### src/common/tilePkg.sv
// ==============================
// Tile memory wrapper package
// Transaction field types, region map,
// memory and FIFO sizes
// ==============================

package tilePkg;

    // ==============================
    // Field types
    // ==============================
    typedef logic [7:0]  tileId;   // Tile number
    typedef logic [31:0] word;     // Data word
    typedef logic [31:0] address;  // Tile id, region, word index
    typedef logic [1:0]  opcode;   // Transaction kind
    typedef logic [3:0]  region;   // Region field of an address

    // Transaction kinds
    localparam opcode opRd    = 2'd0;
    localparam opcode opWr    = 2'd1;
    localparam opcode opRdRsp = 2'd2;

    // ==============================
    // Address map
    // ==============================
    localparam int tileIdLsb = 24;   // Tile id in bits 31..24
    localparam int regionLsb = 20;   // Region in bits 23..20

    localparam region imemRegion = 4'd0;  // Instruction memory
    localparam region dmemRegion = 4'd1;  // Data memory

    // 1024 words per memory, word index in bits 11..2
    localparam int memAddrWidth = 10;

    // Core read of this address answers with the local tile id
    localparam address whoAmIAddress = 32'h00FF_FFFF;

    // Outgoing queues
    localparam int fifoDepth = 2;

endpackage

### src/hdl/coreDataAlign.sv
// ==============================
// Core data-side aligner
// Shifts stores into byte lanes, right-aligns
// loads, answers the WhoAmI read
// ==============================

`timescale 1ns/1ps

module coreDataAlign (
    input  logic            Clock,
    input  tilePkg::tileId  localTileId,
    // Core access, cycle n
    input  tilePkg::address dmemAddress,
    input  tilePkg::word    dmemWrData,
    input  logic [3:0]      dmemByteEn,
    input  logic            dmemRdEn,
    // Towards the data memory
    output tilePkg::word    alignWrData,
    output logic [3:0]      alignByteEn,
    // Memory word and load result, cycle n+1
    input  tilePkg::word    ramRdData,
    output tilePkg::word    dmemRdRsp
);

    logic [1:0] offset;
    logic [1:0] offsetQ;    // Offset of the load in flight
    logic       whoAmI;
    logic       whoAmIQ;

    assign offset = dmemAddress[1:0];

    // ==============================
    // Store side
    // ==============================
    always_comb begin
        alignWrData = dmemWrData << {offset, 3'b000};  // Byte offset to bit shift
        alignByteEn = dmemByteEn << offset;            // Lanes past bit 3 drop off
    end

    assign whoAmI = dmemRdEn && (dmemAddress == tilePkg::whoAmIAddress);

    always_ff @(posedge Clock) begin
        offsetQ <= offset;
        whoAmIQ <= whoAmI;
    end

    // ==============================
    // Load side
    // ==============================
    // Zero-filled from the top
    assign dmemRdRsp = whoAmIQ ? {24'b0, localTileId}
                               : ramRdData >> {offsetQ, 3'b000};

endmodule

### config.mk
export PLATFORM = sky130hd
export DESIGN_NAME = coreDataAlign
export DESIGN_NICKNAME = d
export VERILOG_FILES = /design/src/common/tilePkg.sv /design/src/hdl/coreDataAlign.sv
export SDC_FILE = /design/constraint.sdc
export NUM_CORES = 1
export LEC_CHECK = 0
export BUFFER_PORTS_ARGS = -buffer_cell sky130_fd_sc_hd__buf_4
export CAP_MARGIN = 25
export CELL_PAD_IN_SITES_DETAIL_PLACEMENT = 0
export CELL_PAD_IN_SITES_GLOBAL_PLACEMENT = 1
export CORE_MARGIN = 5
export CORE_UTILIZATION = 19
export CTS_CLUSTER_DIAMETER = 60
export DETAILED_ROUTE_END_ITERATION = 8
export PLACE_DENSITY = 0.82
export SKIP_CTS_REPAIR_TIMING = 1
export SYNTH_ARGS = -nofsm -noshare
export SYNTH_HDL_FRONTEND = slang
export SYNTH_SLANG_ARGS = --single-unit
### constraint.sdc
create_clock -name Clock -period 2 [get_ports Clock]
set_clock_uncertainty 0.1 [all_clocks]
set_input_delay 0.2 -clock Clock [delete_from_list [all_inputs] [get_ports Clock]]
set_output_delay 0.2 -clock Clock [all_outputs]
set_load 0.02 [all_outputs]
Yosys cells after proc, flatten, opt, wreduce, memory -nomap -nowiden
Index checks and enable logic that the tools add are counted.
- shift operators: 3
- reductions and logical operators: 1
- eq/ne operators: 1
- mux-type cells: 1
- operator list (cell ; number):
    $eq 32x24->1 const B ; 1
    $mux 32 ; 1
    $shl 32x5->32 ; 1
    $shr 32x5->32 ; 1
    $shl 4x2->4 ; 1
    $logic_and 1x1->1 ; 1
- input bits: 110
- register bits: 3
- output and inout port bits: 68

Depth between registers and ports, before layout
- word-level depth: 2
- mapped depth: 5
- depth with buffers taken out: 3

Worst setup path after synthesis
OpenSTA, ideal clock, no wires.
- kind: flip-flop to output port
- from: reg offsetQ[1]
- to: out dmemRdRsp[1]
- arrival time: 1443 ps
- path buffers: 2
- cell stages (with the launch flop): 6
- required time: 1700 ps
- setup slack: 257 ps
- cell sequence: dfxtp_1 > clkbuf_1 > buf_2 > mux2i_1 > mux2i_1 > mux2_2
- cells in the longest elaborated chain, start to end: 2
- ends and longest elaborated chain (element ; line ; text):
    start, declared ; coreDataAlign.sv:26 ; logic [1:0] offsetQ;
    start signal, assigned ; coreDataAlign.sv:43 ; offsetQ <= offset;
    $shr 32x5->32 ; coreDataAlign.sv:52 ; : ramRdData >> {offsetQ, 3'b000};
    $mux 32 ; coreDataAlign.sv:51 ; assign dmemRdRsp = whoAmIQ ? {24'b0, localTileId}
    end, declared ; coreDataAlign.sv:22 ; output tilePkg::word dmemRdRsp
No other way between the ends.

Final worst setup path
- from: reg offsetQ[1]
- to: out dmemRdRsp[5]
Same word-level chain as after synthesis.

==> results by group <==
Final layout
  • Fin cells: 471
  • Design Area, Final: 2930 um2
  • Most frequent cells in the layout: buf_4 (188), mux2i_1 (49), nor2_1 (26)
  • Area growth, synth to finish: 109%
  • Fraction of layout cells with a size suffix above 1: 0.548
  • Most common cell after layout, fill and taps aside: buf_4
  • Ant. Diodes: 0
  • Final nets: 483

Clocking
  • Worst-path clk slew: 30 ps
  • Clock Path Buffers: 2
  • CTS Sinks: 3
  • Root buf cell: clkbuf_8
  • H-tree depth: 1
  • CTS buffer count: 3
  • CTS tree: done

Setup path
  • CP Launch Type: flip-flop
  • Critical-path cell list: buf_12 -> mux2i_2 -> mux2i_1 -> mux2_2 -> buf_4
  • CP max stage delay: 370 ps
  • Crit. End Element: output pin
  • Arrival time at the worst endpoint: 1570 ps
  • Critical path class: flip-flop to output pin
  • Buf/Inv on CP: 2
  • Worst path required time: 1700 ps
  • CP top delay family: multiplexers
  • CP startpoint: offsetQ[1]
  • Crit path max fanout: 18
  • Critical-path top delay cell: dfxtp_1

Timing
  • Min Hold Slack: 71.0 ps
  • Worst Tran Pin Value: 366 ps
  • Max Slew Vio Count: 0
  • Max Fclk: 535 MHz
  • Worst setup margin: 130 ps
  • Max-Slew Margin vs Limit: 0.756
  • Tmin final: 1870 ps
  • Unrepaired setup endpoints after global routing: no
  • Final setup violation count: 0
  • Final worst path period share: 0.935
  • Post-route setup TNS: 0 ps
  • Final Hold Viols: 0

Min path
  • HP Start: dmemAddress[0]
  • Worst Hold Class: input pin to flip-flop

Global routing
  • Total gr overflow: 0
  • Vias in the first global route: 2,150
  • Overall Global Routing Usage: 0.130
  • Initial antenna violation count: 0
  • First-pass GRT wire length: 9.65 mm
  • Largest net degree at the start of global routing: 34

Placement
  • Dpl hpwl: 5.57 mm
  • Final GP Congestion: 0.754
  • Dpl cells: 467
  • Pre-CTS setup slack: 270 ps
  • Port-buffer cells: 177
  • Placed cell areas: 2870 um2

Logic synthesis
  • Mapped Nets: 308
  • Register area share after synthesis: 0.0430
  • Post-synthesis register bit count: 3
  • Yosys warnings: 0
  • Unique masters post-synth: 24
  • Syn Inst Count: 198
  • Synth Area per Inst: 7.06 um2
  • Synthesized cell area: 1400 um2

Pwr
  • Leak Pwr: 1.53 nW
  • PD cells: 332 nW/um2
  • VDD IR max: 132 uV

Route
  • First DRT Iteration DRCs: 10
  • Routed vias/inst: 4.46
  • Drt wl/cell: 13.7 um
  • # DRC: 0
  • Vias: 2,099
  • Final WL: 6.48 mm
  • First-pass DRT Iterations: 2
  • Antenna viol nets, final: 0

Die
  • # IOs: 178
  • Area of the die: 9170 um2
  • Die height: 95.8 um
  • Starting density of the core: 0.194
  • Core Area: 7210 um2
  • Chip Width: 95.8 um
  • Num rows: 31

Job
  • Max cap viols: 0

Outcome
  • Status: complete, no violations
[report_power, final]
part / switching (mW) / internal (mW)
Combinational: 0.348 / 0.382
Clock: 0.0391 / 0.136
Sequential: 0.00255 / 0.0625
Total: 0.390 / 0.581
[cell type report]
class	instances	area, um2
clock buffers	4	45.0
fillers	773	4290
multi-input cells	176	1260
flip-flops and latches	3	60.1
well taps	99	124
repair buffers	189	1430
[sequential cells by signal, summed over array words and instances, names as in the netlist]
signal and cells:
whoAmIQ 1, offsetQ 2
[kinds of logic (layout without fill, tap and decap cells)]
| family | Yosys count | in the layout | share of synthesized area |
|---|---|---|---|
| DFF | 3 | 3 | 0.0430 |
| muxes | 58 | 58 | 0.423 |
| buffers and inverters | 19 | 193 | 0.0564 |
| and+or+nand+nor | 83 | 83 | 0.314 |
| AOI/OAI and AO/OA | 35 | 35 | 0.164 |
[synthesized netlist by cell type]
cell type,number,share of area
o22ai_1,1,0.0045
nand4_4,1,0.015
nand3_1,1,0.0036
or4_1,3,0.016
and2_1,17,0.076
or4b_1,1,0.0072
a2bb2oi_1,2,0.013
dfxtp_1,3,0.043
buf_2,6,0.021
or2_1,1,0.0045
o21ai_1,8,0.029
nand4b_1,1,0.0063
mux2i_1,50,0.36
o22a_1,6,0.038
nor2b_1,11,0.049
nor2_1,27,0.073
a211oi_1,9,0.048
nand4_1,3,0.013
nor3_2,1,0.0072
mux2_2,8,0.064
clkbuf_1,10,0.027
nand2_1,16,0.043
a21oi_1,9,0.032
buf_1,3,0.0081
[final timing paths]
check                 slack, ps  depth (start not counted)      endpoint
worst max-delay path        130                          5  dmemRdRsp[5]
worst min-delay path         70                          1    offsetQ[0]
[layer usage]
layer	vias up	GRT usage	routed length, um	share of wire
li1	1058	-	-	-
met1	927	0.138	2460	0.38
met2	112	0.248	3220	0.50
met3	2	0.0407	766	0.12
met4	0	0.0261	27	0.0042
met5	-	0	0	0
[stage by stage]
step	utilization	power (mW)
global placement	0.398	0.796
floorplan	-	0.414
CTS	0.405	0.987
global route	0.405	1.04
finish	0.405	0.970
detailed placement	0.398	0.801
(Power assumes the default switching activity.)
