<file path="src/common/tilePkg.sv">
// ==============================
// Tile memory wrapper package
// Transaction field types, region map,
// memory and FIFO sizes
// ==============================

package tilePkg;

    // ==============================
    // Field types
    // ==============================
    typedef logic [7:0]  tileId;   // Tile number
    typedef logic [31:0] word;     // Data word
    typedef logic [31:0] address;  // Tile id, region, word index
    typedef logic [1:0]  opcode;   // Transaction kind
    typedef logic [3:0]  region;   // Region field of an address

    // Transaction kinds
    localparam opcode opRd    = 2'd0;
    localparam opcode opWr    = 2'd1;
    localparam opcode opRdRsp = 2'd2;

    // ==============================
    // Address map
    // ==============================
    localparam int tileIdLsb = 24;   // Tile id in bits 31..24
    localparam int regionLsb = 20;   // Region in bits 23..20

    localparam region imemRegion = 4'd0;  // Instruction memory
    localparam region dmemRegion = 4'd1;  // Data memory

    // 1024 words per memory, word index in bits 11..2
    localparam int memAddrWidth = 10;

    // Core read of this address answers with the local tile id
    localparam address whoAmIAddress = 32'h00FF_FFFF;

    // Outgoing queues
    localparam int fifoDepth = 2;

endpackage

</file>
<file path="src/common/fabricIf.sv">
// ==============================
// Fabric transaction bundle
// One transaction plus its valid
// ==============================

`timescale 1ns/1ps

interface fabricIf;

    logic                valid;
    tilePkg::address     addr;
    tilePkg::word        data;
    tilePkg::opcode      op;
    tilePkg::tileId      requestorId;  // Tile that issued it

    // Producer side
    modport src (output valid, addr, data, op, requestorId);

    // Consumer side
    modport dst (input valid, addr, data, op, requestorId);

endinterface

</file>
<file path="src/hdl/memWrapCtrl.sv">
// ==============================
// Memory wrapper control
// Address decode, response and request building,
// round-robin output arbitration, ready
// ==============================

`timescale 1ns/1ps

module memWrapCtrl (
    input  logic            Clock,
    input  logic            reset,
    input  tilePkg::tileId  localTileId,
    // Incoming fabric transaction
    input  logic            inFabricValid,
    input  tilePkg::address inFabricAddr,
    input  tilePkg::word    inFabricData,
    input  tilePkg::opcode  inFabricOp,
    input  tilePkg::tileId  inFabricRequestorId,
    // Core data access
    input  tilePkg::address dmemAddress,
    input  tilePkg::word    dmemWrData,
    input  logic            dmemWrEn,
    input  logic            dmemRdEn,
    // Memory side
    input  tilePkg::word    imemFabRdData,
    input  tilePkg::word    dmemFabRdData,
    output logic            imemFabWrEn,
    output logic            dmemFabWrEn,
    output logic            dmemLocalWrEn,
    // FIFO side
    fabricIf.src            rspIn,
    fabricIf.src            reqIn,
    fabricIf.dst            rspHead,
    fabricIf.dst            reqHead,
    output logic            rspPop,
    output logic            reqPop,
    input  logic            rspAlmostFull,
    input  logic            reqFull,
    // Outgoing fabric transaction
    input  logic            fabReady,
    output logic            outFabricValid,
    output tilePkg::address outFabricAddr,
    output tilePkg::word    outFabricData,
    output tilePkg::opcode  outFabricOp,
    output tilePkg::tileId  outFabricRequestorId,
    output logic            ready
);

    tilePkg::region  inRegion;
    tilePkg::region  rdRegionQ;    // Region of the read in flight
    tilePkg::address rdRspAddrQ;
    tilePkg::tileId  coreTile;
    logic            coreLocal;
    logic            fabRead;
    logic            rdPendingQ;
    logic            rspGrant;
    logic            reqGrant;
    logic            rspPriorityQ; // Response head wins a tie

    // ==============================
    // Fabric writes
    // ==============================
    assign inRegion = inFabricAddr[tilePkg::regionLsb +: 4];
    assign fabRead  = inFabricValid && (inFabricOp == tilePkg::opRd);

    assign imemFabWrEn = inFabricValid && (inFabricOp == tilePkg::opWr)
                      && (inRegion == tilePkg::imemRegion);
    assign dmemFabWrEn = inFabricValid && (inFabricOp == tilePkg::opWr)
                      && (inRegion == tilePkg::dmemRegion);

    // ==============================
    // Core accesses
    // ==============================
    // Tile id zero also means this tile
    assign coreTile  = dmemAddress[tilePkg::tileIdLsb +: 8];
    assign coreLocal = (coreTile == localTileId) || (coreTile == '0);

    assign dmemLocalWrEn = dmemWrEn && coreLocal;

    // Non-local access leaves as a request
    assign reqIn.valid       = (dmemWrEn || dmemRdEn) && !coreLocal;
    assign reqIn.addr        = dmemAddress;
    assign reqIn.data        = dmemWrData;
    assign reqIn.op          = dmemWrEn ? tilePkg::opWr : tilePkg::opRd;
    assign reqIn.requestorId = localTileId;

    // ==============================
    // Read responses
    // ==============================
    always_ff @(posedge Clock) begin
        if (reset) begin
            rdPendingQ <= 1'b0;
        end else begin
            rdPendingQ <= fabRead;
        end
    end

    always_ff @(posedge Clock) begin
        rdRegionQ  <= inRegion;
        rdRspAddrQ <= {inFabricRequestorId, inFabricAddr[tilePkg::tileIdLsb-1:0]};  // Back to sender
    end

    // Memory word lands one cycle after the request
    assign rspIn.valid       = rdPendingQ;
    assign rspIn.addr        = rdRspAddrQ;
    assign rspIn.op          = tilePkg::opRdRsp;
    assign rspIn.requestorId = localTileId;
    assign rspIn.data        = (rdRegionQ == tilePkg::imemRegion) ? imemFabRdData :
                               (rdRegionQ == tilePkg::dmemRegion) ? dmemFabRdData :
                                                                    '0;  // Unmapped region

    // ==============================
    // Output arbitration
    // ==============================
    assign rspGrant = fabReady && rspHead.valid && (rspPriorityQ || !reqHead.valid);
    assign reqGrant = fabReady && reqHead.valid && !rspGrant;

    always_ff @(posedge Clock) begin
        if (reset) begin
            rspPriorityQ <= 1'b1;
        end else if (rspGrant) begin
            rspPriorityQ <= 1'b0;  // Other side next
        end else if (reqGrant) begin
            rspPriorityQ <= 1'b1;
        end
    end

    assign rspPop = rspGrant;
    assign reqPop = reqGrant;

    assign outFabricValid       = rspGrant || reqGrant;
    assign outFabricAddr        = rspGrant ? rspHead.addr        : reqHead.addr;
    assign outFabricData        = rspGrant ? rspHead.data        : reqHead.data;
    assign outFabricOp          = rspGrant ? rspHead.op          : reqHead.op;
    assign outFabricRequestorId = rspGrant ? rspHead.requestorId : reqHead.requestorId;

    // One spare response entry covers the read already in flight
    assign ready = !rspAlmostFull && !reqFull;

    noTrafficWhenBusy: assert property (@(posedge Clock) disable iff (reset)
        !ready |-> !inFabricValid);

endmodule

</file>
<file path="src/flat_wrapper.sv">
// flat-port wrapper written by rule: the top's interface ports become plain ports
module memWrapCtrl_flat 
  (Clock, reset, localTileId, inFabricValid, inFabricAddr, inFabricData, inFabricOp, inFabricRequestorId, dmemAddress, dmemWrData, dmemWrEn, dmemRdEn, imemFabRdData, dmemFabRdData, imemFabWrEn, dmemFabWrEn, dmemLocalWrEn, rspPop, reqPop, rspAlmostFull, reqFull, fabReady, outFabricValid, outFabricAddr, outFabricData, outFabricOp, outFabricRequestorId, ready, rspIn_valid, rspIn_addr, rspIn_data, rspIn_op, rspIn_requestorId, reqIn_valid, reqIn_addr, reqIn_data, reqIn_op, reqIn_requestorId, rspHead_valid, rspHead_addr, rspHead_data, rspHead_op, rspHead_requestorId, reqHead_valid, reqHead_addr, reqHead_data, reqHead_op, reqHead_requestorId);
  fabricIf rspIn_i ();
  fabricIf reqIn_i ();
  fabricIf rspHead_i ();
  fabricIf reqHead_i ();
  input  logic Clock;
  input  logic reset;
  input  tilePkg::tileId localTileId;
  input  logic inFabricValid;
  input  tilePkg::address inFabricAddr;
  input  tilePkg::word inFabricData;
  input  tilePkg::opcode inFabricOp;
  input  tilePkg::tileId inFabricRequestorId;
  input  tilePkg::address dmemAddress;
  input  tilePkg::word dmemWrData;
  input  logic dmemWrEn;
  input  logic dmemRdEn;
  input  tilePkg::word imemFabRdData;
  input  tilePkg::word dmemFabRdData;
  output logic imemFabWrEn;
  output logic dmemFabWrEn;
  output logic dmemLocalWrEn;
  output logic rspPop;
  output logic reqPop;
  input  logic rspAlmostFull;
  input  logic reqFull;
  input  logic fabReady;
  output logic outFabricValid;
  output tilePkg::address outFabricAddr;
  output tilePkg::word outFabricData;
  output tilePkg::opcode outFabricOp;
  output tilePkg::tileId outFabricRequestorId;
  output logic ready;
  output wire logic [$bits(rspIn_i.valid)-1:0] rspIn_valid;
  output wire logic [$bits(rspIn_i.addr)-1:0] rspIn_addr;
  output wire logic [$bits(rspIn_i.data)-1:0] rspIn_data;
  output wire logic [$bits(rspIn_i.op)-1:0] rspIn_op;
  output wire logic [$bits(rspIn_i.requestorId)-1:0] rspIn_requestorId;
  output wire logic [$bits(reqIn_i.valid)-1:0] reqIn_valid;
  output wire logic [$bits(reqIn_i.addr)-1:0] reqIn_addr;
  output wire logic [$bits(reqIn_i.data)-1:0] reqIn_data;
  output wire logic [$bits(reqIn_i.op)-1:0] reqIn_op;
  output wire logic [$bits(reqIn_i.requestorId)-1:0] reqIn_requestorId;
  input wire logic [$bits(rspHead_i.valid)-1:0] rspHead_valid;
  input wire logic [$bits(rspHead_i.addr)-1:0] rspHead_addr;
  input wire logic [$bits(rspHead_i.data)-1:0] rspHead_data;
  input wire logic [$bits(rspHead_i.op)-1:0] rspHead_op;
  input wire logic [$bits(rspHead_i.requestorId)-1:0] rspHead_requestorId;
  input wire logic [$bits(reqHead_i.valid)-1:0] reqHead_valid;
  input wire logic [$bits(reqHead_i.addr)-1:0] reqHead_addr;
  input wire logic [$bits(reqHead_i.data)-1:0] reqHead_data;
  input wire logic [$bits(reqHead_i.op)-1:0] reqHead_op;
  input wire logic [$bits(reqHead_i.requestorId)-1:0] reqHead_requestorId;
  assign rspIn_valid = rspIn_i.valid;
  assign rspIn_addr = rspIn_i.addr;
  assign rspIn_data = rspIn_i.data;
  assign rspIn_op = rspIn_i.op;
  assign rspIn_requestorId = rspIn_i.requestorId;
  assign reqIn_valid = reqIn_i.valid;
  assign reqIn_addr = reqIn_i.addr;
  assign reqIn_data = reqIn_i.data;
  assign reqIn_op = reqIn_i.op;
  assign reqIn_requestorId = reqIn_i.requestorId;
  assign rspHead_i.valid = rspHead_valid;
  assign rspHead_i.addr = rspHead_addr;
  assign rspHead_i.data = rspHead_data;
  assign rspHead_i.op = rspHead_op;
  assign rspHead_i.requestorId = rspHead_requestorId;
  assign reqHead_i.valid = reqHead_valid;
  assign reqHead_i.addr = reqHead_addr;
  assign reqHead_i.data = reqHead_data;
  assign reqHead_i.op = reqHead_op;
  assign reqHead_i.requestorId = reqHead_requestorId;
  memWrapCtrl u_core (.Clock(Clock), .reset(reset), .localTileId(localTileId), .inFabricValid(inFabricValid), .inFabricAddr(inFabricAddr), .inFabricData(inFabricData), .inFabricOp(inFabricOp), .inFabricRequestorId(inFabricRequestorId), .dmemAddress(dmemAddress), .dmemWrData(dmemWrData), .dmemWrEn(dmemWrEn), .dmemRdEn(dmemRdEn), .imemFabRdData(imemFabRdData), .dmemFabRdData(dmemFabRdData), .imemFabWrEn(imemFabWrEn), .dmemFabWrEn(dmemFabWrEn), .dmemLocalWrEn(dmemLocalWrEn), .rspIn(rspIn_i), .reqIn(reqIn_i), .rspHead(rspHead_i), .reqHead(reqHead_i), .rspPop(rspPop), .reqPop(reqPop), .rspAlmostFull(rspAlmostFull), .reqFull(reqFull), .fabReady(fabReady), .outFabricValid(outFabricValid), .outFabricAddr(outFabricAddr), .outFabricData(outFabricData), .outFabricOp(outFabricOp), .outFabricRequestorId(outFabricRequestorId), .ready(ready));
endmodule
</file>
<file path="config.mk">
export PLATFORM = sky130hd
export DESIGN_NAME = memWrapCtrl_flat
export DESIGN_NICKNAME = d
export VERILOG_FILES = /design/src/common/tilePkg.sv /design/src/common/fabricIf.sv /design/src/hdl/memWrapCtrl.sv /design/src/flat_wrapper.sv
export SDC_FILE = /design/constraint.sdc
export NUM_CORES = 1
export LEC_CHECK = 0
export ABC_AREA = 1
export BUFFER_PORTS_ARGS = -buffer_cell sky130_fd_sc_hd__buf_2
export CORE_AREA = 5 5 231 233
export CTS_BUF_LIST = sky130_fd_sc_hd__clkbuf_4
export DETAILED_ROUTE_END_ITERATION = 10
export DIE_AREA = 0 0 236 238
export PLACE_DENSITY = 0.31
export SYNTH_ARGS = -nofsm -noshare
export SYNTH_HDL_FRONTEND = slang
export SYNTH_SLANG_ARGS = --single-unit
</file>
<file path="constraint.sdc">
create_clock -name Clock -period 1 [get_ports Clock]
set_input_delay 0.05 -clock Clock [delete_from_list [all_inputs] [get_ports Clock]]
set_output_delay 0.05 -clock Clock [all_outputs]
set_load 0.1 [all_outputs]
</file>
* Word level (Yosys, flattened, before mapping)
Cells that the tools add are included.
** Storage, ports and cells
- Flip-flop bits (word level) :: 38
- Output and inout bits :: 231
** Cells by class
- Eq/ne operators :: 4
- Mux-type cells :: 9
- Reductions and logical operators :: 25
** Operators by type and width (count)
- 2-to-1 mux 32 bit :: 4
- logical AND 1 bit :: 11
- equality test 4 x 1 -> 1 bit, second input constant :: 2
- equality test 8 bit :: 1
- zero test 4 bit :: 2
- zero test 8 bit :: 1
- 2-to-1 mux 8 bit :: 1
- zero test 1 bit :: 5
- logical OR 1 bit :: 4
- 2-to-1 mux 1 bit :: 3
- equality test 2 x 1 -> 1 bit, second input constant :: 1
- zero test 2 bit :: 1
- 2-to-1 mux 2 bit :: 1
- nonzero test 2 bit :: 1

* Depth between registers and ports, before layout
Gate-level depths: netlist (run 1).
- Depth in word-level cells :: 7
- Mapped depth :: 8
- Gate-level depth less buffers :: 8

* Least setup slack after synthesis (run 1)
Ideal clock, no wire load.
- Path type :: register to output
- Start :: register u_core.rdRegionQ[0]
- End :: output port rspIn_data[10]
- Arrival :: 3.530 ns
- Setup slack :: -2.580 ns
- Required time :: 0.950 ns
- Path buffers :: 1
- Stages on the path, launching flop included :: 4
- Cells stage by stage :: dfxtp_1 > nand3b_1 > clkbuf_1 > o21ai_0
** Between the ends
- Longest elaborated chain between the ends :: 3
- Elaborated cells between the ends (all ways) :: 4
- Those cells by class :: eq/ne (1); mux (2); reduce/logical (1)
** Ends and longest elaborated chain
- start, declared :: RTL line memWrapCtrl.sv:50 : tilePkg::region rdRegionQ;
- start signal, assigned :: RTL line memWrapCtrl.sv:99 : rdRegionQ <= inRegion;
- equality test 4 x 1 -> 1 bit :: RTL line memWrapCtrl.sv:109 : (rdRegionQ == tilePkg::dmemRegion) ? dmemFabRdData :
- 2-to-1 mux 32 bit :: RTL line memWrapCtrl.sv:109
- 2-to-1 mux 32 bit * :: RTL line memWrapCtrl.sv:108 : assign rspIn.data = (rdRegionQ == tilePkg::imemRegion) ? imemFabRdData :
- end, declared :: RTL line flat_wrapper.sv:38 : output wire logic [$bits(rspIn_i.data)-1:0] rspIn_data;
Mark *: on every way between the ends. The rest lies on a longest branch, timed or not.

* Worst setup path after layout (run 1)
- Start :: register u_core.rspPriorityQ
- End :: output port outFabricAddr[25]
** Between the ends
- Longest elaborated chain between the ends :: 3
** Ends and longest elaborated chain
- start, declared :: RTL line memWrapCtrl.sv:58 : logic rspPriorityQ;
- start signal, assigned :: RTL line memWrapCtrl.sv:120 : rspPriorityQ <= 1'b1;
- start signal, assigned :: RTL line memWrapCtrl.sv:122 : rspPriorityQ <= 1'b0;
- start signal, assigned :: RTL line memWrapCtrl.sv:124 : rspPriorityQ <= 1'b1;
- logical OR 1 bit :: RTL line memWrapCtrl.sv:115 : assign rspGrant = fabReady && rspHead.valid && (rspPriorityQ || !reqHead.valid);
- logical AND 1 bit :: RTL line memWrapCtrl.sv:115
- 2-to-1 mux 32 bit :: RTL line memWrapCtrl.sv:132 : assign outFabricAddr = rspGrant ? rspHead.addr : reqHead.addr;
- end, declared :: RTL line flat_wrapper.sv:31 : output tilePkg::address outFabricAddr;
No other way between the ends.

==> results of run 1 <==
[placed cells by master, fill, tap and decap left out, drive strengths merged, types with 2 or more instances in the layout]
cell	n
a21oi	3
buf	503
clkbuf	8
clkinv	2
conb	3
dfxtp	34
dlygate4sd3	36
inv	43
nand2	241
nand3	33
nand3b	2
nor2	10
nor4	2
o21ai	32
xnor2	5
[sequential cells by signal, summed over array words and instances, names as in the netlist]
register             count
u_core.rspIn.addr       29
u_core.rspPriorityQ      1
u_core.rspIn.valid       1
u_core.rdRegionQ         3
[area by class of cell]
cell class / instances / area (µm²) / area share, %
clock buffers: 5 / 37.54 / 0.3069
diodes: 1 / 2.502 / 0.02046
repair buffers: 542 / 5969 / 48.81
clock inverters: 3 / 20.02 / 0.1637
well taps: 680 / 850.8 / 6.957
flip-flops and latches: 34 / 734.5 / 6.005
inverters: 42 / 173.9 / 1.422
multi-input cells: 335 / 4442 / 36.32
[per-layer routing]
metal  vias to the layer above  track usage (%)
li1                       2380                -
met1                      2225            7.703
met2                       259            15.74
met3                        65            2.832
met4                         4            2.604
met5                         -                0
[where the power goes]
part	total [mW]	internal (mW)	switching, mW	leakage [nW]
Clock	0.806	0.276	0.530	0.0355
Sequential	1.50	1.43	0.0616	0.288
Combinational	8.58	3.26	5.32	4.93
[cell families (layout without fill, tap and decap cells)]
logic type                Yosys count  after routing  share of synthesized area (%)
xor gates and xnor gates            5              5                          1.467
other                               2              4                         0.2517
and+or+nand+nor                   291            291                          38.78
DFF                                34             34                          22.81
AOI/OAI and AO/OA                  36             36                          6.247
buffers and inverters             151            592                          30.44
[worst max path at each step]
| stage | startpoint | to | slack [ps] |
|---|---|---|---|
| 3_3_place_gp | u_core.rspPriorityQ | outFabricRequestorId[4] | -480 |
| 2_1_floorplan | u_core.rspIn.addr[23] | rspIn_data[10] | -800 |
| 3_5_place_dp | u_core.rspPriorityQ | outFabricRequestorId[4] | -460 |
| 6_report | u_core.rspPriorityQ | outFabricAddr[25] | -730 |
| 5_1_grt | u_core.rspPriorityQ | outFabricAddr[19] | -840 |
| 4_1_cts | u_core.rspPriorityQ | outFabricAddr[5] | -800 |
[tightest hold or removal path, delay by kind of cell]
kind / cells / cell delay [ps]
buffers and inverters: 1 / 140
AO/OA/AOI/OAI: 2 / 190
[through the flow]
stage / utilization, % / area (µm²) / setup slack, ps / TNS [ps]
2_1_floorplan: - / 5957 / -801.8 / -47630
3_3_place_gp: 21.60 / 11020 / -478.7 / -42850
3_5_place_dp: 21.60 / 11020 / -465.0 / -42750
4_1_cts: 23.22 / 11840 / -800.1 / -83130
5_1_grt: 23.98 / 12230 / -841.8 / -88060
6_report: 23.99 / 12230 / -730.6 / -75670
[timing repair]
action / CTS / global route
setup buffers: 6 / 1
endpoints found under the hold margin: 34 / 0
gates resized for setup: 78 / 84
cloned: 4 / 3
hold buffers: 36 / 0
pin swaps: 13 / 13
setup endpoints to repair: 132 / 140
==> results.cfg, run 1 <==
[floorplanning]
die_x_um = 236
die_h_um = 238
die_area_mm2 = 0.05617
rows = 83
io_pins = 599
start_util_pct = 5.852
core_mm2 = 0.05099

[cts]
clk_pin_slew_ps = 110
numCtsBuffers = 5
root_buffer = clkbuf_4
clk_latency_ps = 330
htreeDepth = 2
cts_tree = yes
cts.sinks = 34
cts.path.max_buffers = 2

[setup_path]
criticalPathCategory = reg -> out
crit_family = buffers and inverters
cpMaxStageDelayCell = dfxtp_2
regToRegSetupSlack_ps = -60
required_ps = 950
crit_fanout = 8
critPathMostFrequentCell = buf_12
path_depth = 8
worstRegToRegCells = 5
cp_data_arrival_time_ps = 1680
critPathMaxStageDelay_ps = 350
crit_path_end_kind = output port
start_kind = flop
path_buf_inv = 5
r2r_end = u_core.rspPriorityQ
r2r_start = u_core.rspPriorityQ
path_cells = inv_2 -> a21oi_4 -> buf_12 -> buf_16 -> clkbuf_16 -> nand2_2 -> nand2_8 -> buf_12

[placement]
gp_congestion = 0.7384
hpwlAfterDp_um = 21120
port_buffers = 443
dp.cells = 1585

[global_route]
grt_overflow = 0
grt_pass1_wl_um = 34810
grt_max_degree = 33
antenna_found_initial = 3
grt_pass1_vias = 5437
grt_usage_pct = 7.987

[logic_synthesis]
postSynth.asyncResetShare_pct = 0
synth_area_mm2 = 0.002984
yosysWarnings = 0
yosys_register_bits = 34
ys_types = 21
yosys-top-cells-area = nand2_1, dfxtp_1, buf_4
postSynthCellCount = 519
synth_ff_type = dfxtp_1
synth_commonest_cells = nand2_1, buf_4, inv_1
yosysSeqAreaShare_pct = 22.81
synth_edf_count = 0
synthDominantCellAreaShare_pct = 30.31
synth_most_common_cell = nand2_1
syn_avg_cell_area_um2 = 5.750
synth_top_area_cell = nand2_1

[drt]
viasPerCell = 3.004
wl_met1_um = 7564
drc = 0
drt_iter0_drc = 75
wl_met3_um = 2152
dr.pass1.iters = 4
drt_wl_total_um = 24220
routedWlPerCell_um = 14.75
ant_nets = 0
num_vias = 4933
met2_length_um = 13650
highest_layer = met5

[power]
pwr_density_cell_mw_per_mm2 = 890.1
p_leak_nw = 5.256
fin_total_pwr_mw = 10.89
ir_worst_vdd_mv = 0.8600

[finish]
layoutNonFillerInstCount = 1642
drive_gt1_share_pct = 85.74
fillCellCount = 5480
area_growth_pct = 309.9
nets = 1328

[sta]
setup-violations-final = 116
grt_setup_unrepaired = yes
hold_viol_final = 0
post-route-period-util_pct = 173.1
fin_skew_ps = 0
fin_ws_ps = -730.6
fin_crit_ps = 1731
drv_slew = 0
holdWs_ps = 64.34
fmax_ghz = 0.5778

[min_path]
min_from = reqHead_valid
hold_depth = 3
hold_class = in -> reg
hold_path_end = u_core.rspPriorityQ

[flow_run]
maxCapViolations = 0

[status]
violations = setup timing
outcome = complete, but fails checks
Power figures use the tool's default switching activity.
==> inputs of run 2 (changes only) <==
Settings changed: CAP_MARGIN set to 15, CELL_PAD_IN_SITES_DETAIL_PLACEMENT set to 2, CELL_PAD_IN_SITES_GLOBAL_PLACEMENT set to 2, CORE_AREA 5 5 231 233 to 5 5 232 234, DIE_AREA 0 0 236 238 to 0 0 237 239, GPL_ROUTABILITY_DRIVEN set to 0, PLACE_DENSITY 0.31 to 0.62.
==> results.cfg, run 2 (synthesized netlist as in run 1, its figures left out) <==
[global_route]
antenna_found_initial = 1
grt_pass1_wl_um = 42640
grt_overflow = 0
grt_max_degree = 33
grt_pass1_vias = 6322
grt_usage_pct = 10.04

[sta]
fin_ws_ps = -792.2
fin_skew_ps = 0
drv_slew = 0
hold_viol_final = 0
post-route-period-util_pct = 179.2
holdWs_ps = 93.87
setup-violations-final = 116
fmax_ghz = 0.5580
fin_crit_ps = 1792
grt_setup_unrepaired = yes

[setup_path]
endpoint = outFabricData[16]
regToRegSetupSlack_ps = 0
path_cells = inv_2 -> a21oi_4 -> buf_12 -> buf_12 -> inv_16 -> buf_16 -> nand2_4 -> nand2_8 -> buf_12
cpMaxStageDelayCell = dfxtp_2
required_ps = 950
critPathMaxStageDelay_ps = 360
worstRegToRegCells = 5
path_depth = 9
start_kind = flop
r2r_end = u_core.rspPriorityQ
crit_path_start = u_core.rspPriorityQ
cp_data_arrival_time_ps = 1740
crit_path_end_kind = output port
crit_family = buffers and inverters
crit_fanout = 7
critPathMostFrequentCell = buf_12
r2r_start = u_core.rspPriorityQ
criticalPathCategory = reg -> out
path_buf_inv = 6

[power]
pwr_density_cell_mw_per_mm2 = 882.9
p_leak_nw = 5.467
ir_worst_vdd_mv = 0.7658
fin_total_pwr_mw = 11.37

[drt]
wl_met3_um = 2364
drt_iter0_drc = 61
drt_wl_total_um = 30280
num_vias = 5215
drc = 0
met2_length_um = 17170
viasPerCell = 3.147
highest_layer = met4
routedWlPerCell_um = 18.27
ant_nets = 0
wl_met1_um = 9992
dr.pass1.iters = 4

[finish]
register_area_um2 = 733.2
multi_input_area_mm2 = 0.004686
area_growth_pct = 331.6
utilization_pct = 24.86
drive_gt1_share_pct = 88.03
layout_commonest_cell = buf_2
largest_reg_flops = 29
nets = 1336
fillCellCount = 5660
final_cell_mix = buf_2, buf_12, nand2_8, nand2_4, nand2_2
antenna_cells = 0

[floorplanning]
rows = 84
core_mm2 = 0.05181
die_x_um = 237
io_pins = 599
die_area_mm2 = 0.05664
start_util_pct = 5.759
die_h_um = 239

[cts]
numCtsBuffers = 5
cts_tree = yes
clk_pin_slew_ps = 110
cts.path.max_buffers = 2
root_buffer = clkbuf_4
htreeDepth = 2
cts.sinks = 34
clk_latency_ps = 360

[min_path]
hold_class = in -> reg

[status]
violations = setup timing
outcome = complete, but fails checks

[placement]
hpwlAfterDp_um = 23440
port_buffers = 443

[flow_run]
maxCapViolations = 0
==> run 2: cell type report <==
cell class / instances / area share (%)
repair buffers: 549 / 49.28
repair inverters: 1 / 0.1554
flip-flops and latches: 34 / 5.693
clock inverters: 3 / 0.1263
multi-input cells: 335 / 36.38
clock buffers: 5 / 0.2915
inverters: 42 / 1.389
well taps: 688 / 6.684
==> run 2: how the worst min path moves through the flow <==
| stage | startpoint | endpoint | slack [ps] | cells past startpoint |
|---|---|---|---|---|
| 2_1_floorplan | inFabricAddr[20] | u_core.rdRegionQ[0] | 80 | 0 |
| 3_3_place_gp | dmemAddress[11] | reqIn_addr[11] | 100 | 0 |
| 3_5_place_dp | dmemAddress[11] | reqIn_addr[11] | 100 | 0 |
| 4_1_cts | fabReady | u_core.rspPriorityQ | 70 | 4 |
| 5_1_grt | fabReady | u_core.rspPriorityQ | 70 | 4 |
| 6_report | fabReady | u_core.rspPriorityQ | 90 | 4 |
==> run 2: stage by stage <==
step / TNS [ps] / instances / cell area, µm² / setup slack (ps)
floorplan: -47630 / 520 / 5957 / -801.8
global placement: -41360 / 1585 / 11020 / -474.0
detailed placement: -41680 / 1585 / 11020 / -466.2
CTS: -84100 / 1653 / 12530 / -827.0
global route: -93900 / 1657 / 12880 / -906.2
finish: -80310 / 1657 / 12880 / -792.2
==> run 2: timing repair <==
| action | CTS | global route |
|---|---|---|
| hold buffers | 36 | 0 |
| cloned | 12 | 4 |
| setup buffers | 12 | 4 |
| hold endpoints to repair | 34 | 0 |
| setup endpoints to repair | 137 | 145 |
| pin swaps | 23 | 24 |
| gates resized for setup | 170 | 66 |
==> run 2: worst reg2reg max path: stages (launching register included) <==
cell	delay, ps
dfxtp_2	360
inv_2	50
a21oi_4	150
buf_4	140
buf_12	140
o21bai_1	70
==> run 2: metal layers <==
layer	global-route usage, %	up-vias
met1	9.918	2477
li1	-	2409
met5	0	-
met2	20.16	283
met4	2.344	0
met3	3.230	46
==> run 2: power breakdown <==
| group | internal [mW] | switching (mW) | leakage (nW) |
|---|---|---|---|
| Combinational | 3.47 | 5.59 | 5.15 |
| Clock | 0.261 | 0.548 | 0.0286 |
| Sequential | 1.44 | 0.0669 | 0.288 |
| Total | 5.16 | 6.21 | 5.47 |
