==> src/common/tilePkg.sv <==
// ==============================
// Tile memory wrapper package
// Transaction field types, region map,
// memory and FIFO sizes
// ==============================

package tilePkg;

    // ==============================
    // Field types
    // ==============================
    typedef logic [7:0]  tileId;   // Tile number
    typedef logic [31:0] word;     // Data word
    typedef logic [31:0] address;  // Tile id, region, word index
    typedef logic [1:0]  opcode;   // Transaction kind
    typedef logic [3:0]  region;   // Region field of an address

    // Transaction kinds
    localparam opcode opRd    = 2'd0;
    localparam opcode opWr    = 2'd1;
    localparam opcode opRdRsp = 2'd2;

    // ==============================
    // Address map
    // ==============================
    localparam int tileIdLsb = 24;   // Tile id in bits 31..24
    localparam int regionLsb = 20;   // Region in bits 23..20

    localparam region imemRegion = 4'd0;  // Instruction memory
    localparam region dmemRegion = 4'd1;  // Data memory

    // 1024 words per memory, word index in bits 11..2
    localparam int memAddrWidth = 10;

    // Core read of this address answers with the local tile id
    localparam address whoAmIAddress = 32'h00FF_FFFF;

    // Outgoing queues
    localparam int fifoDepth = 2;

endpackage

==> src/common/fabricIf.sv <==
// ==============================
// Fabric transaction bundle
// One transaction plus its valid
// ==============================

`timescale 1ns/1ps

interface fabricIf;

    logic                valid;
    tilePkg::address     addr;
    tilePkg::word        data;
    tilePkg::opcode      op;
    tilePkg::tileId      requestorId;  // Tile that issued it

    // Producer side
    modport src (output valid, addr, data, op, requestorId);

    // Consumer side
    modport dst (input valid, addr, data, op, requestorId);

endinterface

==> src/hdl/transFifo.sv <==
// ==============================
// Transaction FIFO
// First-word-fall-through, full and
// almost-full flags
// ==============================

`timescale 1ns/1ps

module transFifo #(
    parameter int depth = 2
) (
    input  logic  Clock,
    input  logic  reset,
    fabricIf.dst  pushSide,     // Push on valid
    fabricIf.src  popSide,      // Head, valid when not empty
    input  logic  pop,
    output logic  full,
    output logic  almostFull    // One free entry or fewer
);

    localparam int ptrWidth   = (depth > 1) ? $clog2(depth) : 1;
    localparam int countWidth = $clog2(depth + 1);

    // Storage, one array per field
    tilePkg::address addrMem [depth];
    tilePkg::word    dataMem [depth];
    tilePkg::opcode  opMem   [depth];
    tilePkg::tileId  idMem   [depth];

    logic [ptrWidth-1:0]   wrPtr;
    logic [ptrWidth-1:0]   rdPtr;
    logic [countWidth-1:0] count;

    // ==============================
    // Pointers and count
    // ==============================
    always_ff @(posedge Clock) begin
        if (reset) begin
            wrPtr <= '0;
            rdPtr <= '0;
            count <= '0;
        end else begin
            if (pushSide.valid) begin
                wrPtr <= (wrPtr == ptrWidth'(depth - 1)) ? '0 : wrPtr + 1'b1;  // Wrap
            end
            if (pop) begin
                rdPtr <= (rdPtr == ptrWidth'(depth - 1)) ? '0 : rdPtr + 1'b1;
            end
            case ({pushSide.valid, pop})
                2'b10:   count <= count + 1'b1;
                2'b01:   count <= count - 1'b1;
                default: count <= count;      // Both or neither
            endcase
        end
    end

    always_ff @(posedge Clock) begin
        if (pushSide.valid) begin
            addrMem[wrPtr] <= pushSide.addr;
            dataMem[wrPtr] <= pushSide.data;
            opMem[wrPtr]   <= pushSide.op;
            idMem[wrPtr]   <= pushSide.requestorId;
        end
    end

    // Head falls through
    assign popSide.valid       = (count != '0);
    assign popSide.addr        = addrMem[rdPtr];
    assign popSide.data        = dataMem[rdPtr];
    assign popSide.op          = opMem[rdPtr];
    assign popSide.requestorId = idMem[rdPtr];

    assign full       = (count == countWidth'(depth));
    assign almostFull = (count >= countWidth'(depth - 1));

    // Producer must respect the flags it was given
    noPushWhenFull: assert property (@(posedge Clock) disable iff (reset)
        pushSide.valid |-> !full);

    // Consumer only pops a valid head
    noPopWhenEmpty: assert property (@(posedge Clock) disable iff (reset)
        pop |-> (count != '0));

endmodule

==> src/flat_wrapper.sv <==
// flat-port wrapper written by rule: the top's interface ports become plain ports
module transFifo_flat 
#(
    parameter int depth = 2
)
  (Clock, reset, pop, full, almostFull, pushSide_valid, pushSide_addr, pushSide_data, pushSide_op, pushSide_requestorId, popSide_valid, popSide_addr, popSide_data, popSide_op, popSide_requestorId);
  fabricIf pushSide_i ();
  fabricIf popSide_i ();
  input  logic Clock;
  input  logic reset;
  input  logic pop;
  output logic full;
  output logic almostFull;
  input wire logic [$bits(pushSide_i.valid)-1:0] pushSide_valid;
  input wire logic [$bits(pushSide_i.addr)-1:0] pushSide_addr;
  input wire logic [$bits(pushSide_i.data)-1:0] pushSide_data;
  input wire logic [$bits(pushSide_i.op)-1:0] pushSide_op;
  input wire logic [$bits(pushSide_i.requestorId)-1:0] pushSide_requestorId;
  output wire logic [$bits(popSide_i.valid)-1:0] popSide_valid;
  output wire logic [$bits(popSide_i.addr)-1:0] popSide_addr;
  output wire logic [$bits(popSide_i.data)-1:0] popSide_data;
  output wire logic [$bits(popSide_i.op)-1:0] popSide_op;
  output wire logic [$bits(popSide_i.requestorId)-1:0] popSide_requestorId;
  assign pushSide_i.valid = pushSide_valid;
  assign pushSide_i.addr = pushSide_addr;
  assign pushSide_i.data = pushSide_data;
  assign pushSide_i.op = pushSide_op;
  assign pushSide_i.requestorId = pushSide_requestorId;
  assign popSide_valid = popSide_i.valid;
  assign popSide_addr = popSide_i.addr;
  assign popSide_data = popSide_i.data;
  assign popSide_op = popSide_i.op;
  assign popSide_requestorId = popSide_i.requestorId;
  transFifo #(.depth(depth)) u_core (.Clock(Clock), .reset(reset), .pushSide(pushSide_i), .popSide(popSide_i), .pop(pop), .full(full), .almostFull(almostFull));
endmodule
==> config.mk <==
export PLATFORM = sky130hd
export DESIGN_NAME = transFifo_flat
export DESIGN_NICKNAME = d
export VERILOG_FILES = /design/src/common/tilePkg.sv /design/src/common/fabricIf.sv /design/src/hdl/transFifo.sv /design/src/flat_wrapper.sv
export SDC_FILE = /design/constraint.sdc
export NUM_CORES = 1
export LEC_CHECK = 0
export BUFFER_PORTS_ARGS = -buffer_cell sky130_fd_sc_hd__buf_2
export CORE_MARGIN = 3
export CORE_UTILIZATION = 30
export CTS_CLUSTER_DIAMETER = 60
export DETAILED_ROUTE_END_ITERATION = 10
export HOLD_SLACK_MARGIN = 0.12
export MAX_ROUTING_LAYER = met4
export SETUP_SLACK_MARGIN = 0.05
export SYNTH_ARGS = -nofsm -noshare
export SYNTH_HDL_FRONTEND = slang
export SYNTH_SLANG_ARGS = --single-unit
==> constraint.sdc <==
create_clock -name Clock -period 4.38 [get_ports Clock]
set_input_delay 0.438 -clock Clock [delete_from_list [all_inputs] [get_ports Clock]]
set_output_delay 0.438 -clock Clock [all_outputs]
set_load 0.02 [all_outputs]
# == Word-level counts from Yosys, hierarchy flattened ==
# Memories as Yosys holds them, arrays and structs flattened. A register that Yosys moved wholly into a read port is not among the register bits.
# Cells that the tools add are included.
# word_totals
latch_bits,0
rom_bits,0
ram_bits,148
n_memories,4
register_bits,4
# classes
shifts,0
mul,0
div,0
add_sub_neg,4
order_cmp,1
bitwise_logic,0
n_mux,13
n_reduce_logical,2
eq_ne,3
# memory_table
memory,words,width,read_ports,rd_ports_with_merged_regs,wr,line,source
u_core.addrMem,2,32,1,1,1,transFifo.sv:25,tilePkg::address addrMem [depth];
u_core.dataMem,2,32,1,1,1,transFifo.sv:26,tilePkg::word dataMem [depth];
u_core.idMem,2,8,1,1,1,transFifo.sv:28,tilePkg::tileId idMem [depth];
u_core.opMem,2,2,1,1,1,transFifo.sv:27,tilePkg::opcode opMem [depth];
# op_table
operator,n
$mux W1,12
$eq A2 B2 Y1 const B,2
$pmux W2 S2,1
$reduce_bool A2 Y1,2
$add A1 B1 Y1 const B,2
$add A2 B1 Y2 const B,1
$eq A2 B1 Y1 const B,1
$ge A2 B1 Y1 const B,1
$sub A2 B1 Y2 const B,1

# == Logic depth before layout (Yosys ltp) ==
# Gate-level depths: netlist (run 1).
# logic_depth
word_depth,4
ltp_mapped,4
ltp_nobuf,4

# == Worst setup path before layout (run 1) ==
# OpenSTA, ideal clock, no wires.
# synth_path
path_kind,input to register
startpoint,input pushSide_valid
endpoint,"memory u_core.addrMem[0][0] (netlist bit), enable pin"
n_path_buf,0
t_arrival_ns,3.599
stages,2
setup_time_ns,0.509
setup_slack_ns,0.272
path_cell_list,inv_1 -> nor2_1
# synth_between
elab_chain_cells,2
# synth_lines
item,line,source
from (decl),flat_wrapper.sv:14,input wire logic [$bits(pushSide_i.valid)-1:0] pushSide_valid;
$mux W1,transFifo.sv:58,if (pushSide.valid) begin
$mux W1 (not written as such),transFifo.sv:59,addrMem[wrPtr] <= pushSide.addr;
to (decl),transFifo.sv:25,
# Every way passes these cells.

==> results of run 1 <==
[stage by stage]
stage | area [sq um] | hold slack [ns]
after global placement | 6880 | 0.495
final | 7410 | 0.218
after floorplan | 5820 | 0.476
after CTS | 7400 | 0.190
after detailed placement | 6880 | 0.503
after global routing | 7410 | 0.195
[worst register-to-register path, cell delays in order (launching register included)]
cell	delay, ns
dfxtp_1	0.35
nor2_4	0.78
buf_12	0.37
[logic make-up after synthesis]
logic type / Yosys count
DFF: 153
muxes: 74
buffers and inverters: 14
and+or+nand+nor: 7
xor gates and xnor gates: 4
adders and majority gates: 3
AOI/OAI and AO/OA: 1
[per-layer routing]
metal,vias to the layer above,global-route usage (%),share of wire [%]
li1,1337,-,-
met1,1422,12.7,44
met2,97,17.4,48
met3,10,4.08,6.0
met4,0,4.13,1.5
met5,-,-,0
[cell usage in the layout (no fill, tap or decap), drive strengths merged]
cell type,instances
nor2,5
xor2,1
dfxtp,5
mux2,74
edfxtp,148
clkinvlp,2
bufinv,1
clkbuf,22
inv,5
xnor2,3
a211oi,1
nor2b,1
ha,3
buf,157
and2,1
clkinv,7
diode,3
[final timing paths]
kind,startpoint,slack [ns],to,depth (start not counted)
worst max-delay path,flop,1.86,popSide_addr[11],3
worst min-delay path,pushSide_data[27],0.22,u_core.dataMem[1][27],1
worst max register to register,u_core.wrPtr,2.50,u_core.idMem[0][1],2
worst min register to register,u_core.count[0],0.51,u_core.count[0],2
[final cells by class]
| type | count | area (sq um) | share of cell area (%) |
|---|---|---|---|
| tap | 260 | 325 | 4.39 |
| inverter | 5 | 18.8 | 0.253 |
| clock buffer | 22 | 444 | 6.00 |
| multi-input combinational | 89 | 1180 | 15.9 |
| timing repair buffer | 157 | 806 | 10.9 |
| clock inverter | 10 | 78.8 | 1.06 |
| sequential | 153 | 4550 | 61.4 |
| antenna | 3 | 7.51 | 0.101 |
[sequential cells by signal, summed over array words and instances, names as in the netlist, named ones only]
signal,flops
u_core.addrMem,64
u_core.dataMem,64
u_core.idMem,16
u_core.opMem,4
u_core.count,2
u_core.rdPtr,1
u_core.wrPtr,1
[power by group through the flow]
stage               Sequential, W  Clock, W  Combinational [W]
floorplan                 0.00176         0           0.000328
finish                    0.00174   0.00131           0.000461
global placement          0.00177         0           0.000462
global route              0.00175   0.00142           0.000494
CTS                       0.00174   0.00136           0.000472
detailed placement        0.00177         0           0.000470
==> metrics.md, run 1 <==
| Metric | Value |
|---|---|
| Status | `completed` |
| Routed Antenna Nets | `0` |
| Post-synthesis compound-gate area fraction | `0.129%` |
| Mean post-synth cell area | `22.8 sq um` |
| MaxCap Viol Count | `0` |
| Slew HR | `28.6%` |
| Worst skew pair latency | `0.41 ns` |
| Drt pass-1 iters | `4` |
| Post-CTS setup buffers | `0` |
| Final hold vios | `0` |
| Int Power | `between 0.002 and 0.003 W` |
| Mux contribution to synthesized area | `around 18%` |
| CP Max Fanout | `28` |
| Starting Density | `about 31%` |
| Psw | `between 0.0008 and 0.0009 W` |
| Synth Net Count | `approximately 340` |
| Post-Route Utilization | `between 30% and 40%` |
| Post-Synth XOR/XNOR Area | `less than 1%` |
| Slowest cell on crit path | `dfxtp_4` |
| Die span in y | `~150 um` |
| Max-slew violations | `0` |
| Synth cell types | `15` |
| RSZ-0062 raised after global routing | `no` |
| F_max | `a little under 400 MHz` |
| Main combinational cell family by area after synthesis | `multiplexers` |
| Crit-path cells | `buf_4, mux2_2, buf_2` |
| Post-detail-place hpwl | `approximately 7.3 mm` |
| Post-Syn Area | `just under 0.006 sq mm` |
| Hold/Removal Path Class | `in -> reg` |
| Min Clock Period, post-route | `2.52 ns` |
| Largest net degree at the start of global routing | `75` |
| Drt initial violations | `roughly 150` |
| DRC violations left | `0` |
| Vias/cell | `about 4` |
| Sequential Power Share | `49.5%` |
| Post-route setup slack | `around 1.9 ns` |
| Clock sinks | `153` |
| Post-synthesis sequential area ratio | `around four fifths` |
| Final #Nets | `between 500 and 600` |
| CTS resizes | `0` |
| Final std cells w/o fill | `between 600 and 700` |
| Routed wire per std cell | `15.9 um` |
| Clock Skew | `approximately 0.008 ns` |
| Largest area contributor in the netlist | `edfxtp_1` |
| Port Buf Inserts | `around 150` |
| Setup TNS | `0 ns` |
| Sw Ratio | `roughly a quarter` |
| Total CTS buffers | `17` |
| CP Launch Type | `flop` |
| Most frequent cells after synthesis | `148 x edfxtp_1, 60 x mux2_4, 14 x mux2_2` |
| Die area | `between 0.02 and 0.025 sq mm` |
| Layout area overhead | `27.2%` |
| YS warnings | `0` |
| Comb power frac | `13.1%` |
| WP data arrival | `roughly 2.1 ns` |
| Endpoints failing setup | `0` |
| Buf/Inv on CP | `2` |
| Share of cells above drive strength 1 | `between 50 and 60%` |
| Worst setup EP type | `output pin` |
| Total power draw | `about 0.0035 W` |
| Final wirelength | `~11 mm` |
| Crit-path max cell delay | `between 0.5 and 0.6 ns` |
| Clock power share | `37.4%` |
| Post-Syn Instances | `256` |
| GR Util All Layers | `between 10% and 20%` |
| Buffer depth of the longest clock path | `2` |
| Vias in the first global route | `between 3k and 4k` |
| Post-Place Setup Slack | `approximately 2.2 ns` |
| PD cells | `roughly 470 mW/mm^2` |
| First-pass GRT wire length | `between 15 and 20 mm` |
| Post-Synth Simple-Gate Area | `less than 1%` |
| H-tree depth | `4` |
| Gr ovfl total | `0` |
| Top cell type's share of synthesized area | `approximately three quarters` |
| Synthesis-stage register bit count | `about 150` |
| DR vias | `~2.9k` |
| Placed insts | `between 600 and 700` |
| EDFF count, synth | `148` |
| Leakage | `a little under 3 nW` |
| FFs w/ async S/R, synth | `0%` |
| Top cells by area, synth | `edfxtp_1 76%, mux2_4 15%, mux2_2 2.7%` |
| Ports | `roughly 160` |
| Core area | `around 0.019 sq mm` |
| Initial antenna violation count | `3` |
| Worst-Margin Slew | `1.07 ns` |
| Crit Path Category | `reg -> out` |
| Synth Flop Type | `edfxtp_1` |
| Site Rows | `50` |
| Worst endpoint required time | `slightly below 4 ns` |
| # fillers | `approximately 1.8k` |
| CTS tree | `built` |
| Root Buffer Master | `clkbuf_16` |
| RD Place Congestion | `a little under 0.7` |
| Die W | `145 um` |
| Critical path's top delay family | `buffers and inverters` |
| Max VDD drop | `0.244 mV` |
| Post-synthesis adder-cell area fraction | `0.644%` |
| Tcrit/Tclk final | `approximately 58%` |
| Reg clk slew, reported paths | `about 0.06 ns` |
| Most frequent cell after synthesis | `edfxtp_1` |
| Cts hold-fix bufs | `0` |
No activity file was read; power rests on OpenSTA's default activity.
==> run 2: changes to the inputs <==
Clock period 4.38 ns to 2.5 ns, I/O delays scaled along.
==> metrics.md, run 2 (synthesized netlist as in run 1, its figures left out) <==
| Metric | Value |
|---|---|
| Status | `completed` |
| Final wirelength | `11.2 mm (+0.61%)` |
| GR Util All Layers | `11.1% (+0.16 points)` |
| Largest net degree at the start of global routing | `44 (-41%)` |
| Cts hold-fix bufs | `77 (+77)` |
| Die area | `0.0211 sq mm (unchanged)` |
| Layout area overhead | `41.7%` |
| Final hold vios | `0 (unchanged)` |
| Comb power frac | `14.4% (+1.3 points)` |
| Clock sinks | `153 (unchanged)` |
| RSZ-0062 raised after global routing | `no` |
| H-tree depth | `4 (unchanged)` |
| CP Launch Type | `flop` |
| Slew HR | `60.3% (+32 points)` |
| Hold/Removal Path Class | `reg -> reg` |
| F_max | `just over 500 MHz` |
| Crit Path Category | `reg -> out` |
| Vias in the first global route | `3465 (+6.5%)` |
| Reg clk slew, reported paths | `0.06 ns (about the same)` |
| Share of cells above drive strength 1 | `51.4% (-7.6 points)` |
| Final instance area | `0.00825 sq mm (+11%)` |
| Total CTS buffers | `17 (unchanged)` |
| Worst endpoint required time | `2.25 ns (-1.69 ns)` |
| Min Clock Period, post-route | `roughly 1.9 ns` |
| PD cells | `774 mW/mm^2 (+63%)` |
| Psw | `0.00148 W (+78%)` |
| Post-Route Utilization | `43.7% (+4.5 points)` |
| WP data arrival | `1.69 ns (-0.39 ns)` |
| Post-Place Cell Area | `0.00692 sq mm (+0.58%)` |
| Core area | `0.0189 sq mm (unchanged)` |
| Clock power share | `38.0% (+0.6 points)` |
| Port Buf Inserts | `154 (unchanged)` |
| Sequential Power Share | `47.6% (-1.9 points)` |
| Drt pass-1 iters | `4 (unchanged)` |
| Sw Ratio | `23.2% (-0.41 points)` |
| First-pass GRT wire length | `17.7 mm (+1.6%)` |
| DR vias | `3156 (+10%)` |
| Tcrit/Tclk final | `77.8%` |
| Max-slew violations | `0 (unchanged)` |
| DRC violations left | `0 (unchanged)` |
| Die W | `145 um (unchanged)` |
| RD Place Congestion | `0.691 (-0.65%)` |
| Routed Antenna Nets | `0 (unchanged)` |
| Drt initial violations | `101 (-30%)` |
| Commonest non-fill, non-tap cells in the layout | `154 x buf_2, 148 x edfxtp_1, 77 x dlygate4sd3_1` |
| CTS resizes | `0 (unchanged)` |
| Clock Skew | `0.00715 ns (-0.000955 ns)` |
| Gr ovfl total | `0 (unchanged)` |
| Worst skew pair latency | `0.41 ns (about the same)` |
| Vias/cell | `4.08 (-0.55%)` |
| Total power draw | `0.00638 W (+82%)` |
| Max VDD drop | `0.430 mV (+76%)` |
| CP Max Fanout | `38 (+36%)` |
| Root Buffer Master | `clkbuf_16` |
| Site Rows | `50 (unchanged)` |
| Int Power | `0.00490 W (+83%)` |
| Leakage | `3.24 nW (+13%)` |
| Routed wire per std cell | `14.4 um (-9.1%)` |
| Top Registers | `u_core.addrMem (64), u_core.dataMem (64), u_core.idMem (16)` |
| # fillers | `1698 (-6.0%)` |
| Post-detail-place hpwl | `7.24 mm (-0.65%)` |
| Most common cell after layout, fill and taps aside | `buf_2` |
| Setup TNS | `0 ns (unchanged)` |
| Buffer depth of the longest clock path | `2 (unchanged)` |
| Final #Nets | `583 (+16%)` |
| Endpoints failing setup | `0 (unchanged)` |
| Worst hold margin | `0.517 ns (+0.298 ns)` |
| Antenna Diode Count | `0 (-3)` |
| CTS tree | `built` |
| Ports | `155 (unchanged)` |
| Post-CTS setup buffers | `0 (unchanged)` |
| Worst setup EP type | `output pin` |
| Die span in y | `145 um (unchanged)` |
| Initial antenna violation count | `0 (-3)` |
| Starting Density | `30.8% (unchanged)` |
| Worst-Margin Slew | `0.595 ns (-0.476 ns)` |
| MaxCap Viol Count | `0 (unchanged)` |
run 2: power groups by stage:
stage | logic, W | clock network (W) | registers (W)
2_1_floorplan | 0.000577 | 0 | 0.00308
5_1_grt | 0.000985 | 0.00262 | 0.00305
3_3_place_gp | 0.000829 | 0 | 0.00308
3_5_place_dp | 0.000837 | 0 | 0.00309
4_1_cts | 0.000935 | 0.00251 | 0.00304
6_report | 0.000918 | 0.00243 | 0.00304
run 2: path summary, 6_finish.rpt:
check	start	endpoint	slack, ns	cells after the start
min reg2reg	u_core.count[0]	u_core.count[0]	0.52	2
max	flop	popSide_addr[3]	0.56	3
max reg2reg	u_core.wrPtr	u_core.idMem[1][0]	0.92	2
min	u_core.count[0]	u_core.count[0]	0.52	2
run 2: final cells by class:
cell class	instances	area, sq um	area share (%)
clock buffer	20	437	5.29
inverter	5	18.8	0.227
sequential	153	4550	55.1
tap	260	325	3.94
clock inverter	11	125	1.52
multi-input combinational	89	1180	14.3
timing repair buffer	236	1620	19.6
run 2: worst max-delay path: stages (launching register included):
cell and delay, ns:
dfxtp_4 0.44, buf_12 0.29, mux2_2 0.37, buf_2 0.16
run 2: metal layers:
metal	global-route usage (%)	share of wire, %
met5	-	0
met4	5.18	2.4
met3	4.08	5.3
met2	18.3	51
met1	12.0	41
run 2: through the flow:
stage                     cells  setup slack [ns]
after floorplan             256             0.638
after global placement      666             0.942
after detailed placement    666             0.920
after CTS                   774             0.507
after global routing        774             0.460
final                       774             0.556
==> run 3: changes to the inputs <==
Settings changed: ABC_AREA from default to 1.
Clock period 2.5 ns to 2 ns, I/O delays scaled along.
==> metrics.md, run 3 <==
| Metric | Value |
|---|---|
| WP data arrival | `1.57 ns (-0.12 ns)` |
| Worst skew pair latency | `0.41 ns (about the same)` |
| Worst hold margin | `0.483 ns (-0.0331 ns)` |
| MaxCap Viol Count | `0 (unchanged)` |
| Drt pass-1 iters | `5 (+1)` |
| Final hold vios | `0 (unchanged)` |
| Post-Syn Instances | `419 (+64%)` |
| Setup TNS | `0 ns (unchanged)` |
| CP Max Fanout | `74 (+95%)` |
| Synth cell types | `16 (+1)` |
| Final std cells w/o fill | `899 (+16%)` |
| Most frequent cell after synthesis | `edfxtp_1` |
| Starting Density | `31.3% (+0.43 points)` |
| Die area | `0.0208 sq mm (-1.6%)` |
| Status | `completed` |
| Top cells by area, synth | `edfxtp_1 78%, o21ai_0 5.9%, inv_1 5.4%` |
| Reg clk slew, reported paths | `0.05 ns (about the same)` |
| # fillers | `1665 (-1.9%)` |
| Final instance area | `0.00809 sq mm (-2.0%)` |
| Max-slew violations | `0 (unchanged)` |
| F_max | `approximately 560 MHz` |
| Worst setup EP type | `output pin` |
| Most common cell after layout, fill and taps aside | `buf_2` |
| Hold/Removal Path Class | `reg -> reg` |
| Endpoints failing setup | `0 (unchanged)` |
| Antenna Diode Count | `0 (unchanged)` |
| Final wirelength | `12.3 mm (+11%)` |
| Placed insts | `789 (+18%)` |
| Site Rows | `49 (-2.0%)` |
| GR Util All Layers | `11.6% (+0.49 points)` |
| Area occupied by multi-input gates | `759 sq um (-36%)` |
| Routed wire per std cell | `13.7 um (-4.8%)` |
| Tcrit/Tclk final | `88.6%` |
| Slew HR | `64.9% (+4.6 points)` |
| Synth Flop Type | `edfxtp_1` |
| FFs w/ async S/R, synth | `0% (unchanged)` |
| EDFF count, synth | `148 (unchanged)` |
| Vias/cell | `4.24 (+3.9%)` |
| Post-Place Cell Area | `0.00674 sq mm (-2.6%)` |
| Total power draw | `0.00773 W (+21%)` |
| Die W | `144 um (-0.78%)` |
| Post-synthesis sequential area ratio | `79.3% (+1.3 points)` |
| Leakage | `3.35 nW (+3.4%)` |
| Largest area contributor in the netlist | `edfxtp_1` |
| CP Launch Type | `flop` |
| H-tree depth | `4 (unchanged)` |
| Total CTS buffers | `17 (unchanged)` |
| Largest net degree at the start of global routing | `149 (+240%)` |
| Worst-Margin Slew | `0.526 ns (-0.0691 ns)` |
| Most frequent cells after synthesis | `148 x edfxtp_1, 83 x inv_1, 80 x nand2_1` |
| YS warnings | `0 (unchanged)` |
| Gr ovfl total | `0 (unchanged)` |
| Min Clock Period, post-route | `about 1.8 ns` |
| Seq. cell area | `0.00455 sq mm (unchanged)` |
| Routed Antenna Nets | `0 (unchanged)` |
| First-pass GRT wire length | `18.2 mm (+3.0%)` |
| Synth Net Count | `500 (+48%)` |
| Vias in the first global route | `3852 (+11%)` |
| Top cell type's share of synthesized area | `77.6% (+1.3 points)` |
| PD cells | `956 mW/mm^2 (+24%)` |
| CTS tree | `built` |
| Post-CTS setup buffers | `0 (unchanged)` |
| Drt initial violations | `169 (+67%)` |
| Clock Skew | `0.00631 ns (-0.000836 ns)` |
| RD Place Congestion | `0.725 (+5.0%)` |
| Crit Path Category | `reg -> out` |
| Worst endpoint required time | `1.80 ns (-0.45 ns)` |
| DRC violations left | `0 (unchanged)` |
| DR vias | `3809 (+21%)` |
| Top Registers | `u_core.addrMem (64), u_core.dataMem (64), u_core.idMem (16)` |
| Ports | `155 (unchanged)` |
| RSZ-0062 raised after global routing | `no` |
| Root Buffer Master | `clkbuf_16` |
| Crit-path max cell delay | `0.37 ns (-0.07 ns)` |
| Layout area overhead | `41.2%` |
| Initial antenna violation count | `0 (unchanged)` |
| Mean post-synth cell area | `13.7 sq um (-40%)` |
| Crit-path cells | `buf_16, o21ai_0, buf_2` |
| Buffer depth of the longest clock path | `2 (unchanged)` |
| Commonest non-fill, non-tap cells in the layout | `154 x buf_2, 148 x edfxtp_1, 82 x inv_1` |
| Post-detail-place hpwl | `7.30 mm (+0.84%)` |
| Post-Syn Area | `0.00573 sq mm (-1.6%)` |
| Clock sinks | `153 (unchanged)` |
| Die span in y | `144 um (-0.78%)` |
| Slowest cell on crit path | `dfxtp_4` |
| Port Buf Inserts | `154 (unchanged)` |
| Share of cells above drive strength 1 | `27.6% (-24 points)` |
| Synthesis-stage register bit count | `153 (unchanged)` |
| Max VDD drop | `0.533 mV (+24%)` |
| Core area | `0.0183 sq mm (-3.0%)` |
| Final #Nets | `739 (+27%)` |
-- run 3: area by class of cell --
cell class	count	area share, %
Clock buffer	18	5.31
Clock inverter	13	1.38
Inverter	83	3.90
Multi-Input combinational cell	166	9.39
Sequential cell	153	56.2
Tap cell	229	3.54
Timing Repair Buffer	237	20.3
-- run 3: cell families after synthesis --
group	after synthesis	share of synthesized area, %
buffers and inverters	100	7.56
adders and majority gates	3	0.655
DFF	153	79.3
AOI/OAI and AO/OA	76	6.64
and+or+nand+nor	86	5.68
xor gates and xnor gates	1	0.153
-- run 3: routing by layer --
layer	vias up	wire length [um]	global-route usage, %
li1	1882	-	-
met1	1805	5550	13.1
met2	114	6060	19.6
met3	8	639	3.24
met4	0	98	4.57
met5	-	0	-
-- run 3: critical path: cells and delay by family, from the launching register on --
family | cells | cell delay (ns)
AOI/OAI and AO/OA | 1 | 0.32
DFF | 1 | 0.37
buffers and inverters | 2 | 0.46
-- run 3: timing repair --
item	in CTS	in global routing
hold buffers	78	0
endpoints found under the setup margin	0	24
endpoints found under the hold margin	153	0
resized for setup	0	1
-- run 3: path summary, 6_finish.rpt --
check / slack [ns] / from / end / depth (start not counted)
worst max-delay path: 0.23 / flop / popSide_addr[20] / 3
worst min-delay path: 0.48 / u_core.count[0] / u_core.count[0] / 2
worst max register to register: 0.67 / u_core.wrPtr / u_core.addrMem[1][16] / 3
worst min register to register: 0.48 / u_core.count[0] / u_core.count[0] / 2
-- run 3: power by group --
group,switching (W),internal (W)
logic,0.000652,0.000387
clock network,0.00115,0.00179
registers,0.0000467,0.00371
total,0.00185,0.00589
-- run 3: metrics by stage --
| step | utilization [%] | setup slack, ns |
|---|---|---|
| finish | 44.1 | 0.227 |
| global route | 44.1 | 0.116 |
| CTS | 43.9 | 0.114 |
| detailed placement | 36.7 | 0.574 |
| global placement | 36.7 | 0.614 |
| floorplan | - | 0.100 |
